### config.mk
export PLATFORM = sky130hd
export DESIGN_NAME = execute_top
export DESIGN_NICKNAME = d
export VERILOG_FILES = /design/src/exec_mem_pkg.sv /design/src/exec_op_pkg.sv /design/src/execute_top.sv /design/src/execute_stage.sv /design/src/load_align.sv /design/src/int_div.sv /design/src/int_mul.sv /design/src/int_alu.sv
export SDC_FILE = /design/constraint.sdc
export NUM_CORES = 2
export LEC_CHECK = 0
export BUFFER_PORTS_ARGS = -buffer_cell sky130_fd_sc_hd__buf_4
export CORE_ASPECT_RATIO = 0.8
export CORE_MARGIN = 2
export CORE_UTILIZATION = 40
export DETAILED_ROUTE_END_ITERATION = 12
export MAX_ROUTING_LAYER = met4
export PLACE_DENSITY = 0.62
export SETUP_SLACK_MARGIN = 0.5
export SLEW_MARGIN = 20
export SYNTH_ARGS = -nofsm -noshare
export SYNTH_HDL_FRONTEND = slang
export SYNTH_SLANG_ARGS = --single-unit
### constraint.sdc
create_clock -name clock -period 10.3 [get_ports clock]
set_input_delay 2.06 -clock clock [delete_from_list [all_inputs] [get_ports clock]]
set_output_delay 2.06 -clock clock [all_outputs]
set_load 0.01 [all_outputs]
### src/exec_mem_pkg.sv
package exec_mem_pkg;

  // one enable per byte lane of the data memory word.
  localparam int unsigned be_width = 4;

  typedef enum logic [1:0] {
    size_byte = 2'd0,
    size_half = 2'd1,
    size_word = 2'd2
  } load_size_e;

  // how a narrow load is extended to the full register.
  typedef enum logic {
    ext_zero = 1'b0,
    ext_sign = 1'b1
  } load_ext_e;

endpackage

### src/exec_op_pkg.sv
package exec_op_pkg;

  // the unit that executes the instruction held in the stage.
  typedef enum logic [2:0] {
    uc_alu    = 3'd0,
    uc_muldiv = 3'd1,
    uc_load   = 3'd2,
    uc_store  = 3'd3,
    uc_fence  = 3'd4
  } unit_class_e;

  typedef enum logic [3:0] {
    alu_add   = 4'd0,
    alu_sub   = 4'd1,
    alu_sll   = 4'd2,
    alu_slt   = 4'd3,
    alu_sltu  = 4'd4,
    alu_xor   = 4'd5,
    alu_srl   = 4'd6,
    alu_sra   = 4'd7,
    alu_or    = 4'd8,
    alu_and   = 4'd9,
    alu_lui   = 4'd10,
    alu_auipc = 4'd11,
    alu_link  = 4'd12
  } alu_op_e;

  // the top bit selects the divider.
  typedef enum logic [3:0] {
    md_mul    = 4'b0000,
    md_mulh   = 4'b0001,
    md_mulhsu = 4'b0010,
    md_mulhu  = 4'b0011,
    md_div    = 4'b1000,
    md_divu   = 4'b1001,
    md_rem    = 4'b1010,
    md_remu   = 4'b1011
  } md_op_e;

  // one operation word, read according to the unit class.
  typedef union packed {
    alu_op_e alu;
    md_op_e  md;
  } op_word_u;

endpackage
### src/execute_top.sv
module execute_top #(
  parameter int xlen      = 32,
  parameter int div_steps = xlen
) (
  input  logic                              clock,
  input  logic                              reset,
  input  logic                              issue_valid,
  input  exec_op_pkg::unit_class_e          unit_class,
  input  exec_op_pkg::op_word_u             op_word,
  input  logic [xlen-1:0]                   rdata1,
  input  logic [xlen-1:0]                   rdata2,
  input  logic [xlen-1:0]                   imm,
  input  logic [xlen-1:0]                   pc,
  input  logic [xlen-1:0]                   npc,
  input  logic [4:0]                        waddr,
  input  exec_mem_pkg::load_size_e          load_size,
  input  logic                              load_signed,
  input  logic [exec_mem_pkg::be_width-1:0] byte_enable,
  input  logic                              mem_ready,
  input  logic [xlen-1:0]                   mem_rdata,
  input  logic                              clear,
  output logic                              stall,
  output logic                              reg_wren,
  output logic [4:0]                        reg_waddr,
  output logic [xlen-1:0]                   reg_wdata
);

  import exec_op_pkg::*;
  import exec_mem_pkg::*;

  alu_op_e               alu_op;
  md_op_e                md_op;
  logic [xlen-1:0]       alu_a;
  logic [xlen-1:0]       alu_b;
  logic [xlen-1:0]       alu_pc;
  logic [xlen-1:0]       alu_npc;
  logic [xlen-1:0]       md_a;
  logic [xlen-1:0]       md_b;
  logic                  div_start;
  logic                  div_kill;
  logic                  div_done;
  logic [xlen-1:0]       alu_result;
  logic [xlen-1:0]       mul_result;
  logic [xlen-1:0]       div_result;
  logic [xlen-1:0]       load_data;
  load_size_e            load_size_q;
  logic                  load_signed_q;
  logic [be_width-1:0]   byte_enable_q;

  execute_stage #(
    .xlen(xlen)
  ) execute_stage_inst (
    .clock         (clock),
    .reset         (reset),
    .issue_valid   (issue_valid),
    .unit_class    (unit_class),
    .op_word       (op_word),
    .rdata1        (rdata1),
    .rdata2        (rdata2),
    .imm           (imm),
    .pc            (pc),
    .npc           (npc),
    .waddr         (waddr),
    .load_size     (load_size),
    .load_signed   (load_signed),
    .byte_enable   (byte_enable),
    .mem_ready     (mem_ready),
    .clear         (clear),
    .alu_op        (alu_op),
    .alu_a         (alu_a),
    .alu_b         (alu_b),
    .alu_pc        (alu_pc),
    .alu_npc       (alu_npc),
    .md_op         (md_op),
    .md_a          (md_a),
    .md_b          (md_b),
    .div_start     (div_start),
    .div_kill      (div_kill),
    .alu_result    (alu_result),
    .mul_result    (mul_result),
    .div_done      (div_done),
    .div_result    (div_result),
    .load_data     (load_data),
    .load_size_q   (load_size_q),
    .load_signed_q (load_signed_q),
    .byte_enable_q (byte_enable_q),
    .stall         (stall),
    .reg_wren      (reg_wren),
    .reg_waddr     (reg_waddr),
    .reg_wdata     (reg_wdata)
  );

  int_alu #(
    .xlen(xlen)
  ) int_alu_inst (
    .op     (alu_op),
    .a      (alu_a),
    .b      (alu_b),
    .pc     (alu_pc),
    .npc    (alu_npc),
    .result (alu_result)
  );

  int_mul #(
    .xlen(xlen)
  ) int_mul_inst (
    .op     (md_op),
    .a      (md_a),
    .b      (md_b),
    .result (mul_result)
  );

  int_div #(
    .xlen      (xlen),
    .div_steps (div_steps)
  ) int_div_inst (
    .clock  (clock),
    .reset  (reset),
    .start  (div_start),
    .op     (md_op),
    .kill   (div_kill),
    .a      (md_a),
    .b      (md_b),
    .done   (div_done),
    .result (div_result)
  );

  load_align #(
    .xlen(xlen)
  ) load_align_inst (
    .mem_rdata   (mem_rdata),
    .byte_enable (byte_enable_q),
    .size        (load_size_q),
    .sign        (load_signed_q),
    .data        (load_data)
  );

endmodule

### src/execute_stage.sv
module execute_stage #(
  parameter int xlen = 32
) (
  input  logic                              clock,
  input  logic                              reset,
  input  logic                              issue_valid,
  input  exec_op_pkg::unit_class_e          unit_class,
  input  exec_op_pkg::op_word_u             op_word,
  input  logic [xlen-1:0]                   rdata1,
  input  logic [xlen-1:0]                   rdata2,
  input  logic [xlen-1:0]                   imm,
  input  logic [xlen-1:0]                   pc,
  input  logic [xlen-1:0]                   npc,
  input  logic [4:0]                        waddr,
  input  exec_mem_pkg::load_size_e          load_size,
  input  logic                              load_signed,
  input  logic [exec_mem_pkg::be_width-1:0] byte_enable,
  input  logic                              mem_ready,
  input  logic                              clear,
  output exec_op_pkg::alu_op_e              alu_op,
  output logic [xlen-1:0]                   alu_a,
  output logic [xlen-1:0]                   alu_b,
  output logic [xlen-1:0]                   alu_pc,
  output logic [xlen-1:0]                   alu_npc,
  output exec_op_pkg::md_op_e               md_op,
  output logic [xlen-1:0]                   md_a,
  output logic [xlen-1:0]                   md_b,
  output logic                              div_start,
  output logic                              div_kill,
  input  logic [xlen-1:0]                   alu_result,
  input  logic [xlen-1:0]                   mul_result,
  input  logic                              div_done,
  input  logic [xlen-1:0]                   div_result,
  input  logic [xlen-1:0]                   load_data,
  output exec_mem_pkg::load_size_e          load_size_q,
  output logic                              load_signed_q,
  output logic [exec_mem_pkg::be_width-1:0] byte_enable_q,
  output logic                              stall,
  output logic                              reg_wren,
  output logic [4:0]                        reg_waddr,
  output logic [xlen-1:0]                   reg_wdata
);

  import exec_op_pkg::*;

  logic            valid_q;
  logic            first_q;
  unit_class_e     class_q;
  op_word_u        op_q;
  logic [xlen-1:0] rdata1_q;
  logic [xlen-1:0] rdata2_q;
  logic [xlen-1:0] imm_q;
  logic [xlen-1:0] pc_q;
  logic [xlen-1:0] npc_q;
  logic [4:0]      waddr_q;
  logic            is_alu;
  logic            is_muldiv;
  logic            is_div;
  logic            is_load;
  logic            is_mem;
  logic            writes_reg;

  // -------------------------------------------------------------------
  // instruction register

  always_ff @(posedge clock) begin
    if (reset == 0) begin
      valid_q <= 1'b0;
      first_q <= 1'b0;
    end else if (clear) begin
      valid_q <= 1'b0;
      first_q <= 1'b0;
    end else if (!stall) begin
      valid_q <= issue_valid;
      first_q <= issue_valid;
    end else begin
      first_q <= 1'b0;
    end
  end

  always_ff @(posedge clock) begin
    if (!stall) begin
      class_q       <= unit_class;
      op_q          <= op_word;
      rdata1_q      <= rdata1;
      rdata2_q      <= rdata2;
      imm_q         <= imm;
      pc_q          <= pc;
      npc_q         <= npc;
      waddr_q       <= waddr;
      load_size_q   <= load_size;
      load_signed_q <= load_signed;
      byte_enable_q <= byte_enable;
    end
  end

  // -------------------------------------------------------------------
  // decode and unit operands

  always_comb begin
    is_alu    = valid_q && (class_q == uc_alu);
    is_muldiv = valid_q && (class_q == uc_muldiv);
    is_load   = valid_q && (class_q == uc_load);
    is_mem    = valid_q && (class_q inside {uc_load, uc_store, uc_fence});
    // the op word means a divide only inside the multiply/divide class.
    is_div    = is_muldiv && (op_q.md inside {md_div, md_divu, md_rem, md_remu});
  end

  assign alu_op  = op_q.alu;
  assign alu_a   = rdata1_q;
  // register-immediate forms arrive with the immediate already in rdata2.
  assign alu_b   = (op_q.alu inside {alu_lui, alu_auipc}) ? imm_q : rdata2_q;
  assign alu_pc  = pc_q;
  assign alu_npc = npc_q;

  assign md_op = op_q.md;
  assign md_a  = rdata1_q;
  assign md_b  = rdata2_q;

  assign div_start = is_div && first_q;
  assign div_kill  = clear;

  // -------------------------------------------------------------------
  // stall and register write

  assign stall = (is_div && !div_done) || (is_mem && !mem_ready);

  assign writes_reg = (is_alu || is_muldiv || is_load) && (waddr_q != 5'd0);
  assign reg_wren   = writes_reg && !stall;
  assign reg_waddr  = waddr_q;

  always_comb begin
    case (class_q)
      uc_muldiv: reg_wdata = is_div ? div_result : mul_result;
      uc_load:   reg_wdata = load_data;
      default:   reg_wdata = alu_result;
    endcase
  end

endmodule

### src/load_align.sv
module load_align #(
  parameter int xlen = 32
) (
  input  logic [xlen-1:0]                   mem_rdata,
  input  logic [exec_mem_pkg::be_width-1:0] byte_enable,
  input  exec_mem_pkg::load_size_e          size,
  input  logic                              sign,
  output logic [xlen-1:0]                   data
);

  import exec_mem_pkg::*;

  localparam int lane_width = $clog2(be_width);

  logic [lane_width-1:0] lane;
  logic [xlen-1:0]       shifted;
  logic                  msb;
  logic                  fill;

  // the lowest enabled lane holds the addressed byte.
  always_comb begin
    lane = '0;
    for (int i = be_width - 1; i >= 0; i--) begin
      if (byte_enable[i]) begin
        lane = lane_width'(i);
      end
    end
  end

  assign shifted = mem_rdata >> {lane, 3'b000};

  always_comb begin
    case (size)
      size_byte: msb = shifted[7];
      size_half: msb = shifted[15];
      default:   msb = shifted[xlen-1];
    endcase
    fill = 1'b0;
    case (load_ext_e'(sign))
      ext_zero: fill = 1'b0;
      ext_sign: fill = msb;
    endcase
    case (size)
      size_byte: data = {{(xlen-8){fill}}, shifted[7:0]};
      size_half: data = {{(xlen-16){fill}}, shifted[15:0]};
      default:   data = mem_rdata;
    endcase
  end

endmodule

### src/int_div.sv
module int_div #(
  parameter int xlen      = 32,
  parameter int div_steps = 32
) (
  input  logic                clock,
  input  logic                reset,
  input  logic                start,
  input  exec_op_pkg::md_op_e op,
  input  logic                kill,
  input  logic [xlen-1:0]     a,
  input  logic [xlen-1:0]     b,
  output logic                done,
  output logic [xlen-1:0]     result
);

  import exec_op_pkg::*;

  localparam int count_width = $clog2(div_steps + 1);

  logic                   busy;
  logic [count_width-1:0] count;
  logic [xlen-1:0]        quo;
  logic [xlen-1:0]        rem;
  logic [xlen-1:0]        dvs;
  logic                   neg_quo;
  logic                   neg_rem;
  logic                   want_rem;
  logic                   op_signed;
  logic                   a_neg;
  logic                   b_neg;
  logic [xlen:0]          rem_shift;
  logic [xlen:0]          diff;

  assign op_signed = (op == md_div) || (op == md_rem);
  assign a_neg     = op_signed & a[xlen-1];
  assign b_neg     = op_signed & b[xlen-1];

  assign rem_shift = {rem, quo[xlen-1]};
  assign diff      = rem_shift - {1'b0, dvs};

  // -------------------------------------------------------------------
  // step control

  always_ff @(posedge clock) begin
    if (reset == 0) begin
      busy  <= 1'b0;
      done  <= 1'b0;
      count <= '0;
    end else if (kill) begin
      busy <= 1'b0;
      done <= 1'b0;
    end else if (start) begin
      busy  <= 1'b1;
      done  <= 1'b0;
      count <= '0;
    end else if (busy) begin
      count <= count + 1'b1;
      if (count == div_steps - 1) begin
        busy <= 1'b0;
        done <= 1'b1;
      end
    end else begin
      done <= 1'b0;
    end
  end

  // -------------------------------------------------------------------
  // restoring shift-subtract on magnitudes

  always_ff @(posedge clock) begin
    if (start) begin
      quo      <= a_neg ? -a : a;
      rem      <= '0;
      dvs      <= b_neg ? -b : b;
      // a zero divisor leaves an all-ones quotient, which must stay positive.
      neg_quo  <= (a_neg ^ b_neg) & (|b);
      neg_rem  <= a_neg;
      want_rem <= (op == md_rem) || (op == md_remu);
    end else if (busy) begin
      if (!diff[xlen]) begin
        rem <= diff[xlen-1:0];
        quo <= {quo[xlen-2:0], 1'b1};
      end else begin
        rem <= rem_shift[xlen-1:0];
        quo <= {quo[xlen-2:0], 1'b0};
      end
    end
  end

  // signed overflow needs no special case, the magnitude path already
  // yields the dividend and a zero remainder.
  assign result = want_rem ? (neg_rem ? -rem : rem) : (neg_quo ? -quo : quo);

endmodule

### src/int_mul.sv
module int_mul #(
  parameter int xlen = 32
) (
  input  exec_op_pkg::md_op_e op,
  input  logic [xlen-1:0]     a,
  input  logic [xlen-1:0]     b,
  output logic [xlen-1:0]     result
);

  import exec_op_pkg::*;

  logic                     a_signed;
  logic                     b_signed;
  logic [xlen:0]            a_ext;
  logic [xlen:0]            b_ext;
  logic signed [2*xlen+1:0] product;

  // one extra bit per operand lets a single signed multiply cover all forms.
  assign a_signed = (op == md_mulh) || (op == md_mulhsu);
  assign b_signed = (op == md_mulh);

  assign a_ext = {a_signed & a[xlen-1], a};
  assign b_ext = {b_signed & b[xlen-1], b};

  assign product = $signed(a_ext) * $signed(b_ext);

  assign result = (op == md_mul) ? product[xlen-1:0] : product[2*xlen-1:xlen];

endmodule

### src/int_alu.sv
module int_alu #(
  parameter int xlen = 32
) (
  input  exec_op_pkg::alu_op_e op,
  input  logic [xlen-1:0]      a,
  input  logic [xlen-1:0]      b,
  input  logic [xlen-1:0]      pc,
  input  logic [xlen-1:0]      npc,
  output logic [xlen-1:0]      result
);

  import exec_op_pkg::*;

  localparam int shamt_width = $clog2(xlen);

  logic [shamt_width-1:0] shamt;

  assign shamt = b[shamt_width-1:0];

  always_comb begin
    case (op)
      alu_add:   result = a + b;
      alu_sub:   result = a - b;
      alu_sll:   result = a << shamt;
      alu_slt:   result = {{(xlen-1){1'b0}}, $signed(a) < $signed(b)};
      alu_sltu:  result = {{(xlen-1){1'b0}}, a < b};
      alu_xor:   result = a ^ b;
      alu_srl:   result = a >> shamt;
      alu_sra:   result = $signed(a) >>> shamt;
      alu_or:    result = a | b;
      alu_and:   result = a & b;
      // lui arrives with the immediate already shifted into place.
      alu_lui:   result = b;
      alu_auipc: result = pc + b;
      // jal and jalr write the address of the following instruction.
      alu_link:  result = npc;
      default:   result = '0;
    endcase
  end

endmodule

==> impl_metrics.env <==
export IMPL_crit_type="flop to output port"
export IMPL_synth_edf_count=246
export IMPL_max_clock_freq_mhz=88.5
export IMPL_path_buf_inv=13
export IMPL_critical_path_slowest_cell="fa_1"
export IMPL_dr_pass1_iters=6
export IMPL_grt_setup_unrepaired="true"
export IMPL_drtIter0Drc=7034
export IMPL_overflow=0
export IMPL_synth_compound_area_share_pct=11.9
export IMPL_vias_per_cell=5.72
export IMPL_fillCellCount=15000
export IMPL_ys_async_sr_fraction_pct=0
export IMPL_final_setup_worst_slack_ps=-1010
export IMPL_crit_arrival_ps=9250
export IMPL_hold_violations=0
export IMPL_maxCapViolations=0
export IMPL_h_tree_depth=1
export IMPL_cts_sinks=288
export IMPL_fin_skew_ps=37.8
export IMPL_syn_nets=8984
export IMPL_root_buffer="clkbuf_16"
export IMPL_synth_xor_area_share_pct=3.55
export IMPL_max_stage_delay_ps=560
export IMPL_cp_common_cell="fa_1"
export IMPL_core_um2=157000
export IMPL_grt_pass1_wl_um=410000
export IMPL_yosys_area_top_type_share_pct=35.5
export IMPL_clk_pin_slew_ps=60
export IMPL_final_cells=10100
export IMPL_cp_start_kind="flop"
export IMPL_cp_max_fo=4
export IMPL_cp_end_kind="output port"
export IMPL_insertion_delay_ps=670
export IMPL_rows=130
export IMPL_dp_hpwl_um=234000
export IMPL_track_usage_pct=35.7
export IMPL_synthAdderAreaFrac_pct=43.0
export IMPL_crit_required_ps=8240
export IMPL_synth_commonest_cells="inv_1 (1,337), fa_1 (1,128), nand2_1 (1,046), nor2_1 (397), ha_1 (378)"
export IMPL_ys_top_cells_by_area="fa_1 (36%), edfxtp_1 (12%), inv_1 (7.9%), ha_1 (7.4%), nand2_1 (6.2%)"
export IMPL_synth_yosys_seq_area_share_pct=12.9
export IMPL_fin_nets=9646
export IMPL_synth_area_um2=63600
export IMPL_portBuffers=254
export IMPL_hold_path_class="flop to flop"
export IMPL_synth_area_mux_share_pct=3.98
export IMPL_postRouteAntennaNets=0
export IMPL_yosys_area_share_simple_pct=14.1
export IMPL_synth_cell_types=97
export IMPL_die_area_um2=162000
export IMPL_die_x_um=450
export IMPL_ios=255
export IMPL_synth_top_cell_by_area="fa_1"
export IMPL_wl_um=285000
export IMPL_yosysWarnings=0
export IMPL_period_share_pct=110
export IMPL_finalSetupViolCount=31
export IMPL_hold_buffers=0
export IMPL_worst_pin_slew_ps=1280
export IMPL_initial_utilization_pct=40.4
export IMPL_slew_limit_headroom_pct=14.9
export IMPL_synth_most_common_cell="inv_1"
export IMPL_avgRoutedWirePerCell_um=28.3
export IMPL_dpl_cell_count=9905
export IMPL_drive_gt1_share_pct=19.5
export IMPL_ys_ff_latch=288
export IMPL_violations="negative setup slack"
export IMPL_clockBufferDepth=3
export IMPL_cts_tree="built"
export IMPL_synth_top_family_by_area="adder cells"
export IMPL_postSynthAreaPerCell_um2=8.76
export IMPL_gp_congestion=1.08
export IMPL_vias=57600
export IMPL_drc=0
export IMPL_fp_dieH_um=361
export IMPL_min_period_ps=11310
export IMPL_antenna_found_initial=24
export IMPL_grt_pass1_vias=57600
export IMPL_status="complete, but fails checks"
export IMPL_crit_family="adder cells"
export IMPL_ys_flop_type="edfxtp_1"
export IMPL_maxSlewViolCount=0
export IMPL_ff2ff_setup_slack_ps=5550
export IMPL_numCtsBuffers=30
export IMPL_grt_max_degree=114
export IMPL_syn2layout_area_growth_pct=21.9
export IMPL_syn_inst=7262
## worst paths after layout
check | startpoint | end | depth (start not counted)
worst max register to register | execute_stage_inst.alu_op[2]$_DFFE_PN_ | int_div_inst.count[5]$_SDFFE_PN0P_ | 17
worst min register to register | int_div_inst.count[1]$_SDFFE_PN0P_ | int_div_inst.count[1]$_SDFFE_PN0P_ | 2
worst min-delay path | int_div_inst.count[1]$_SDFFE_PN0P_ | int_div_inst.count[1]$_SDFFE_PN0P_ | 2
worst max-delay path | execute_stage_inst.alu_op[1]$_DFFE_PN_ | reg_wdata[29] | 33
## through the flow
stage               TNS [ps]  area, um^2  hold slack [ps]  util, %  worst slack [ps]
global route          -28220       77500              558     49.2             -1260
finish                -21550       77500              518     49.2             -1010
floorplan              -87.0       63800              448        -             -75.2
global placement       -8090       73200              483     46.5              -722
detailed placement     -9270       73200              509     46.5              -686
CTS                   -21810       76400              519     48.6             -1020
## flip-flops by register name, indices dropped and copies added, names as in the netlist, 2 cells and up
signal                            count
execute_stage_inst.alu_a             32
execute_stage_inst.alu_npc           32
execute_stage_inst.alu_pc            32
execute_stage_inst.imm_q             32
execute_stage_inst.md_b              32
int_div_inst.dvs                     32
int_div_inst.quo                     32
int_div_inst.rem                     32
int_div_inst.count                    6
execute_stage_inst.reg_waddr          5
execute_stage_inst.alu_op             4
execute_stage_inst.byte_enable_q      4
execute_stage_inst.class_q            3
execute_stage_inst.load_size_q        2
## cell type report
cell class | instances | area [um^2] | share of cell area, %
Tap cell | 2112 | 2640 | 3.41
Multi-Input combinational cell | 5192 | 50900 | 65.7
Sequential cell | 288 | 8230 | 10.6
Inverter | 1352 | 5130 | 6.62
Clock inverter | 24 | 250 | 0.323
Timing Repair Buffer | 1060 | 9560 | 12.3
Antenna cell | 17 | 42.5 | 0.0549
Clock buffer | 32 | 758 | 0.978
## cell usage in the layout (no fill, tap or decap), drive strengths merged, types with 49 or more instances in the layout
cell / count
o211ai: 64
a21oi: 305
xor2: 83
and2: 224
ha: 378
nand3: 79
xnor2: 175
nor2: 398
o21ai: 284
mux2: 49
edfxtp: 246
fa: 1128
nor3: 63
nand2: 1046
inv: 1339
mux2i: 185
buf: 1059
a21o: 61
a211oi: 57
## worst min-delay path, delay by kind of cell, from the launching register on
kind,cells,cell delay [ps]
AOI/OAI and AO/OA,2,150
DFF,1,330
## timing repair
action                                  CTS  global route
setup buffers                            64            33
endpoints found under the setup margin   32            32
pin swaps                               224           173
cloned                                    2             0
gates resized for setup                 358           153
## metal layers
| metal | track usage, % | routed length, um | vias up |
|---|---|---|---|
| met5 | - | 0 | - |
| met4 | 14.3 | 15200 | 0 |
| met3 | 8.10 | 31700 | 523 |
| met2 | 49.8 | 117000 | 3165 |
| met1 | 50.0 | 121000 | 29400 |
| li1 | - | - | 24500 |
## kinds of logic after synthesis
kind of cell / after synthesis
flip-flops: 288
AO/OA/AOI/OAI: 1167
buffers and inverters: 1782
AND/OR/NAND/NOR: 2022
adder cells (fa/ha/maj): 1506
multiplexers: 239
XOR/XNOR: 258
Power is not shown: default switching activity piles up to over one toggle a cycle in this logic, so the estimate is an artifact.
